`src/mad_consts.svh`:
```
`ifndef MAD_CONSTS_SVH
`define MAD_CONSTS_SVH

// ===========================================================================
// Multiply-add engine build constants
// ===========================================================================

// Bit width of a, b, c and of the truncated result
`define MAD_WIDTH	32

// Clocks a core keeps its operands stable before the result is taken
// Must be 1 or more
`define MAD_CYCLE	3

// Number of parallel cores in flight, 1 or more
`define MAD_COUNT	2

// Round-robin pointer width, wide enough to index MAD_COUNT cores
// Kept at 1 even for a single core so the pointer never has zero width
`define MAD_IDX_W	1

`endif

```
`src/mad_pkg.sv`:
```
`default_nettype none

`include "mad_consts.svh"

package mad_pkg;

	// =======================================================================
	// Operand triple for one multiply-add
	// =======================================================================

	// Result is a*b+c, truncated to MAD_WIDTH bits
	typedef struct packed {
		logic [`MAD_WIDTH-1:0]	a;
		logic [`MAD_WIDTH-1:0]	b;
		logic [`MAD_WIDTH-1:0]	c;
	} mad_operands_t;

	// =======================================================================
	// Per-core result toward the collector
	// =======================================================================

	// done is a single-cycle strobe
	// value only meaningful while done is high
	typedef struct packed {
		logic					done;
		logic [`MAD_WIDTH-1:0]	value;
	} mad_result_t;

endpackage

`default_nettype wire

```
`src/mad_core.sv`:
```
`timescale 1ns/1ps
`default_nettype none

`include "mad_consts.svh"

module mad_core (
	input  logic					MCLK,
	input  logic					nRST,
	input  logic					issue,
	input  mad_pkg::mad_operands_t	operands,
	output logic					free,
	output mad_pkg::mad_result_t	result
);

	// Down-counter must be able to hold MAD_CYCLE itself
	localparam int CNT_W = $clog2(`MAD_CYCLE + 1);

	// =======================================================================
	// Operand hold and cycle counter
	// =======================================================================

	// Operands captured on the issue edge and held for the whole operation
	mad_pkg::mad_operands_t	hold;

	// Operation in progress
	logic					busy;

	// Edges left until the result may be sampled
	logic [CNT_W-1:0]		cnt;

	// Counter has run out while busy
	logic					done;

	// Payload register, loaded only on issue
	always_ff @(posedge MCLK) begin
		if (issue) begin
			hold <= operands;
		end
	end

	// Control state
	always_ff @(posedge MCLK or negedge nRST) begin
		if (!nRST) begin
			busy <= 1'b0;
			cnt  <= '0;
		end else if (issue) begin
			// Issue edge starts a new operation, also right after done
			busy <= 1'b1;
			cnt  <= CNT_W'(`MAD_CYCLE);
		end else if (busy) begin
			if (cnt == '0) begin
				busy <= 1'b0;
			end else begin
				cnt <= cnt - 1'b1;
			end
		end
	end

	// =======================================================================
	// Multicycle datapath
	// =======================================================================

	// Fed from the hold register only
	// The inputs stay stable for MAD_CYCLE clocks before done
	always_comb begin
		result.value = hold.a * hold.b + hold.c;
	end

	// Done lands MAD_CYCLE edges after issue
	assign done = busy && (cnt == '0);

	always_comb begin
		result.done = done;
	end

	// Free again in the done cycle
	// So the dispatcher may reissue on the very next edge
	assign free = ~busy | done;

endmodule

`default_nettype wire

```
`src/mad_dispatch.sv`:
```
`timescale 1ns/1ps
`default_nettype none

`include "mad_consts.svh"

module mad_dispatch (
	input  logic					MCLK,
	input  logic					nRST,
	input  logic					ie,
	output logic					iready,
	input  mad_pkg::mad_operands_t	operands,
	input  logic [`MAD_COUNT-1:0]	core_free,
	output logic [`MAD_COUNT-1:0]	issue,
	output mad_pkg::mad_operands_t	core_operands
);

	// Index of the last core, where the pointer wraps
	localparam logic [`MAD_IDX_W-1:0] LAST_IDX = (`MAD_IDX_W)'(`MAD_COUNT - 1);

	// =======================================================================
	// Issue pointer and handshake
	// =======================================================================

	// Core that receives the next accepted operand triple
	logic [`MAD_IDX_W-1:0]	issue_ptr;

	// Transfer on this edge
	logic					xfer;

	// Ready follows only the pointed core
	// Strict round-robin keeps results in order
	assign iready = core_free[issue_ptr];

	assign xfer = ie & iready;

	// One-hot issue strobe toward the pointed core
	always_comb begin
		issue = '0;
		if (xfer) begin
			issue[issue_ptr] = 1'b1;
		end
	end

	// Shared operand bus
	// Only the core with its issue bit set captures it
	assign core_operands = operands;

	// =======================================================================
	// Pointer advance
	// =======================================================================

	always_ff @(posedge MCLK or negedge nRST) begin
		if (!nRST) begin
			issue_ptr <= '0;
		end else if (xfer) begin
			// Wrap after the last core
			if (issue_ptr == LAST_IDX) begin
				issue_ptr <= '0;
			end else begin
				issue_ptr <= issue_ptr + 1'b1;
			end
		end
	end

endmodule

`default_nettype wire

```
`src/mad_collect.sv`:
```
`timescale 1ns/1ps
`default_nettype none

`include "mad_consts.svh"

module mad_collect (
	input  logic					MCLK,
	input  logic					nRST,
	input  mad_pkg::mad_result_t	core_result [`MAD_COUNT],
	output logic					oe,
	output logic [`MAD_WIDTH-1:0]	odata
);

	// Index of the last core, where the pointer wraps
	localparam logic [`MAD_IDX_W-1:0] LAST_IDX = (`MAD_IDX_W)'(`MAD_COUNT - 1);

	// =======================================================================
	// Collect pointer
	// =======================================================================

	// Core whose result is due next, in issue order
	logic [`MAD_IDX_W-1:0]	collect_ptr;

	// Result currently under the pointer
	mad_pkg::mad_result_t	cur;

	// Other cores are ignored
	// Equal latency means they cannot finish first
	assign cur = core_result[collect_ptr];

	always_ff @(posedge MCLK or negedge nRST) begin
		if (!nRST) begin
			collect_ptr <= '0;
		end else if (cur.done) begin
			if (collect_ptr == LAST_IDX) begin
				collect_ptr <= '0;
			end else begin
				collect_ptr <= collect_ptr + 1'b1;
			end
		end
	end

	// =======================================================================
	// Registered output
	// =======================================================================

	// One-cycle valid strobe, no back-pressure on the output side
	always_ff @(posedge MCLK or negedge nRST) begin
		if (!nRST) begin
			oe <= 1'b0;
		end else begin
			oe <= cur.done;
		end
	end

	// Data holds its last value between strobes
	// Zero after reset
	always_ff @(posedge MCLK or negedge nRST) begin
		if (!nRST) begin
			odata <= '0;
		end else if (cur.done) begin
			odata <= cur.value;
		end
	end

endmodule

`default_nettype wire

```
`src/mad_top.sv`:
```
`timescale 1ns/1ps
`default_nettype none

`include "mad_consts.svh"

module mad_top (
	input  logic					MCLK,
	input  logic					nRST,
	input  logic					ie,
	output logic					iready,
	input  mad_pkg::mad_operands_t	operands,
	output logic					oe,
	output logic [`MAD_WIDTH-1:0]	odata
);

	// =======================================================================
	// Internal nets
	// =======================================================================

	// Per-core free flags back to the dispatcher
	logic [`MAD_COUNT-1:0]	core_free;

	// One-hot issue strobes
	logic [`MAD_COUNT-1:0]	issue;

	// Shared operand bus
	mad_pkg::mad_operands_t	core_operands;

	// Per-core results toward the collector
	mad_pkg::mad_result_t	core_result [`MAD_COUNT];

	// =======================================================================
	// Dispatcher, core array, collector
	// =======================================================================

	mad_dispatch mad_dispatch_inst (
		.MCLK			(MCLK),
		.nRST			(nRST),
		.ie				(ie),
		.iready			(iready),
		.operands		(operands),
		.core_free		(core_free),
		.issue			(issue),
		.core_operands	(core_operands)
	);

	// Identical cores, each picked in turn by the issue pointer
	for (genvar i = 0; i < `MAD_COUNT; i++) begin : g_core
		mad_core mad_core_inst (
			.MCLK		(MCLK),
			.nRST		(nRST),
			.issue		(issue[i]),
			.operands	(core_operands),
			.free		(core_free[i]),
			.result		(core_result[i])
		);
	end

	mad_collect mad_collect_inst (
		.MCLK			(MCLK),
		.nRST			(nRST),
		.core_result	(core_result),
		.oe				(oe),
		.odata			(odata)
	);

endmodule

`default_nettype wire

```
`config.mk`:
```
export PLATFORM = sky130hd
export DESIGN_NAME = mad_top
export DESIGN_NICKNAME = d
export VERILOG_FILES = /design/src/mad_pkg.sv /design/src/mad_core.sv /design/src/mad_dispatch.sv /design/src/mad_collect.sv /design/src/mad_top.sv
export VERILOG_INCLUDE_DIRS = /design/src
export SDC_FILE = /design/constraint.sdc
export NUM_CORES = 2
export LEC_CHECK = 0
export ABC_AREA = 0
export BUFFER_PORTS_ARGS = -buffer_cell sky130_fd_sc_hd__buf_2
export CAP_MARGIN = 20
export CELL_PAD_IN_SITES_DETAIL_PLACEMENT = 0
export CELL_PAD_IN_SITES_GLOBAL_PLACEMENT = 1
export CORE_MARGIN = 8
export CORE_UTILIZATION = 47
export DETAILED_ROUTE_END_ITERATION = 10
export PLACE_DENSITY = 0.85
export SKIP_CTS_REPAIR_TIMING = 1
export SLEW_MARGIN = 20
export SYNTH_ARGS = -nofsm -noshare
export SYNTH_HDL_FRONTEND = slang
export SYNTH_SLANG_ARGS = --single-unit
```
`constraint.sdc`:
```
create_clock -name MCLK -period 7.5 [get_ports MCLK]
set_clock_uncertainty 0.15 [all_clocks]
set_input_delay 0 -clock MCLK [delete_from_list [all_inputs] [get_ports MCLK]]
set_output_delay 0 -clock MCLK [all_outputs]
set_load 0.05 [all_outputs]
```
==> out/qor_table.md <==
| Quantity | Value |
|---|---|
| Result of the run | completed |
| FP Rows | 108 |
| Count of boundary I/O pins | 133 |
| Slew at the pin closest to its max-slew limit | 1072 ps |
| Arrival time at the worst endpoint | 7640 ps |
| Global-route wire length before repair | 181500 um |
| Pin count of the biggest net entering global routing | 70 |
| Setup slack, reg-to-reg | 180 ps |
| Total global-route track usage | 24.30% |
| Post-synth net total | 5349 |
| Count of nets left with antenna violations after detail routing | 0 |
| Critical Path Sink Type | flip-flop |
| Hold path depth | 2 |
| TritonCTS clock tree | built |
| Buffer cell driving the clock tree root | clkbuf_16 |
| Post-synthesis cell count | 4124 |
| Final hold slack | 13.55 ps |
| End point of the most critical hold path | g_core[1].mad_core_inst.hold[23] |
| Ratio of final minimum period to clock period | 97.60% |
| Chip width | 311.6 um |
| Antenna violations before repair | 10 |
| Layout cells sized above 1 | 10.51% |
| Clock buffer depth | 3 |
| Initial Util | 47.40% |
| Reg2reg start | g_core[0].mad_core_inst.hold[34] |
| Top library cells by usage in the layout, fill and taps aside | inv_1, fa_1, and2_1 |
| Growth of design area from synthesis to finish | 13.37% |
| Half-perimeter wire length after detailed placement | 99240 um |
| End of the worst register-to-register path | mad_collect_inst.odata[18] |
| Origin of the worst min-delay path | operands[23] |
| Gp weighted congestion | 0.9509 |
| Vias after detailed routing | 28980 |
| Largest fanout on the critical path | 14 |
| Post-layout instance count excluding filler cells | 5613 |
| Remaining DRCs | 0 |
| Count of endpoints failing hold in the final timing report | 0 |
| Nets | 5657 |
| Synth Cell Area | 0.04105 mm^2 |
| Final Max Slew Viols | 0 |
| Most frequent standard cell in the layout excluding fill and tap cells | inv_1 |
| Reg2reg path depth | 26 |
| Delay-heaviest family, CP | adder cells |
| Number of buffers inserted by port buffering | 132 |
| Detail-routed net length per standard cell | 21.17 um |
| CTS buffer count | 29 |
| Timing-limited maximum frequency | 136.6 MHz |
| Wire length after detailed routing | 118800 um |
| Skew-Pair Late Insertion Delay | 580 ps |
| Headroom to the max-slew limit | 28.51% |
| Portion of the post-synthesis area used by sequential elements | 16.54% |
| Synth Area per Inst | 9.955 um^2 |
| Max-Cap Viols | 0 |
| Number of detailed-route iterations in the first pass | 6 |
| Startpoint type of the worst setup path | flip-flop |
| Per-cell via count in the routed design | 5.163 |
| FFs w/ async S/R, synth | 17.60% |
| Setup repair after global routing missed its margin | yes |
| Register bit count reported by yosys | 233 |
| Placed Cells | 5412 |
| 1st-iter DRT viols | 2207 |
| Overflow left after global routing | 0 |
| Crit Path Category | flip-flop to flip-flop |
| Most used flip-flop cell after synthesis | edfxtp_1 |
| Hold Crit Class | input pin to flip-flop |
| Number of filler instances in the final layout | 7632 |
| Cell with the largest stage delay on the worst path | fa_1 |
| Delay contributed by the slowest stage of the critical path | 540 ps |
| Total setup violations reported at the end of the flow | 0 |
| WP buf/inv | 8 |
| Maximum level of the CTS H-tree | 1 |
| Yosys synthesis warning count | 0 |
| Endpoint required time on the critical path | 7820 ps |
| Number of enable-type register cells in the synthesized netlist | 192 |
| Min Tclk post-route | 7320 ps |
| Chip Height | 311.6 um |
| Number of global-route vias before repair | 30490 |
| Clock Pin Slew Worst Setup and Hold Paths | 60 ps |
| Sum of negative setup slack | 0 ps |
| Sinks on Clock Net | 233 |
| Synth unique cells | 73 |
| Total core area | 0.08662 mm^2 |
| Area of the die | 0.09706 mm^2 |
-- worst max-delay path by stage --
| stage | start | to | slack (ps) | cells after the start |
|---|---|---|---|---|
| floorplan | g_core[0].mad_core_inst.hold[35] | mad_collect_inst.odata[31] | 310 | 27 |
| global placement | g_core[1].mad_core_inst.hold[78] | mad_collect_inst.odata[31] | 100 | 25 |
| detailed placement | g_core[0].mad_core_inst.hold[34] | mad_collect_inst.odata[31] | 50 | 25 |
| CTS | g_core[0].mad_core_inst.hold[38] | mad_collect_inst.odata[31] | 50 | 26 |
| global route | g_core[0].mad_core_inst.hold[80] | mad_collect_inst.odata[25] | -50 | 26 |
| finish | g_core[0].mad_core_inst.hold[34] | mad_collect_inst.odata[18] | 180 | 26 |
-- flip-flops by register name, summed over array words and instances (netlist names) --
name,count
g_core.mad_core_inst.cnt,4
mad_dispatch_inst.issue_ptr,1
g_core.mad_core_inst.hold,192
mad_collect_inst.odata,32
g_core.mad_core_inst.busy,2
mad_collect_inst.collect_ptr,1
mad_collect_inst.oe,1
-- cell type report --
type,count,area (um^2),share of cell area (%)
multi-input combinational,2704,29930,64.31
timing repair buffer,466,3630,7.799
tap,1155,1445,3.105
inverter,998,3751,8.060
antenna,5,12.51,0.02688
clock buffer,33,804.5,1.729
clock inverter,19,177.7,0.3817
sequential,233,6792,14.59
-- synthesized netlist by cell type (3+ instances only) --
| cell type | count | share of area, % |
|---|---|---|
| buf_2 | 12 | 0.15 |
| and2_1 | 588 | 9.0 |
| o21a_1 | 8 | 0.15 |
| buf_1 | 3 | 0.027 |
| inv_1 | 998 | 9.1 |
| nor2_1 | 47 | 0.43 |
| ha_1 | 250 | 7.6 |
| xor2_1 | 48 | 1.0 |
| clkbuf_1 | 173 | 1.6 |
| o211ai_1 | 7 | 0.13 |
| a21oi_1 | 58 | 0.71 |
| a31oi_1 | 10 | 0.15 |
| a211oi_2 | 4 | 0.12 |
| mux2i_1 | 9 | 0.22 |
| fa_1 | 876 | 43 |
| a21oi_2 | 5 | 0.11 |
| nand2b_1 | 7 | 0.11 |
| and3_1 | 3 | 0.046 |
| o21bai_1 | 7 | 0.13 |
| o21ai_1 | 6 | 0.073 |
| a211oi_1 | 4 | 0.073 |
| nor3_1 | 6 | 0.073 |
| o21ai_0 | 29 | 0.35 |
| dfrtp_1 | 41 | 2.5 |
| nand2_1 | 522 | 4.8 |
| a221o_1 | 3 | 0.073 |
| nand3_1 | 10 | 0.12 |
| edfxtp_1 | 192 | 14 |
| xnor2_1 | 120 | 2.6 |
| a21o_1 | 23 | 0.42 |
-- metal layers --
metal	GRT usage (%)	wire length, um
met5	0	0
met4	9.386	5260
met3	3.138	9220
met2	39.16	56550
met1	33.48	47820
-- logic make-up after synthesis --
family                   after synthesis  share of synthesized area [%]
AND/OR/NAND/NOR                     1199                          14.79
buffers and inverters               1187                          10.91
adder cells (fa/ha/maj)             1126                          50.34
flip-flops                           233                          16.54
AO/OA/AOI/OAI                        198                          3.456
XOR/XNOR                             171                          3.718
multiplexers                          10                         0.2469
-- through the flow --
stage / setup WS [ps] / area [um^2] / utilization, %
floorplan: 311.3 / 41050 / -
global placement: 98.82 / 43960 / 50.75
finish: 180.3 / 46540 / 53.73
global route: -52.64 / 46530 / 53.72
CTS: 49.82 / 44940 / 51.89
detailed placement: 52.16 / 43960 / 50.75
Power is left out: the tool's default activity adds up to more than one toggle a clock period on the data nets, which glitch-free logic cannot reach.
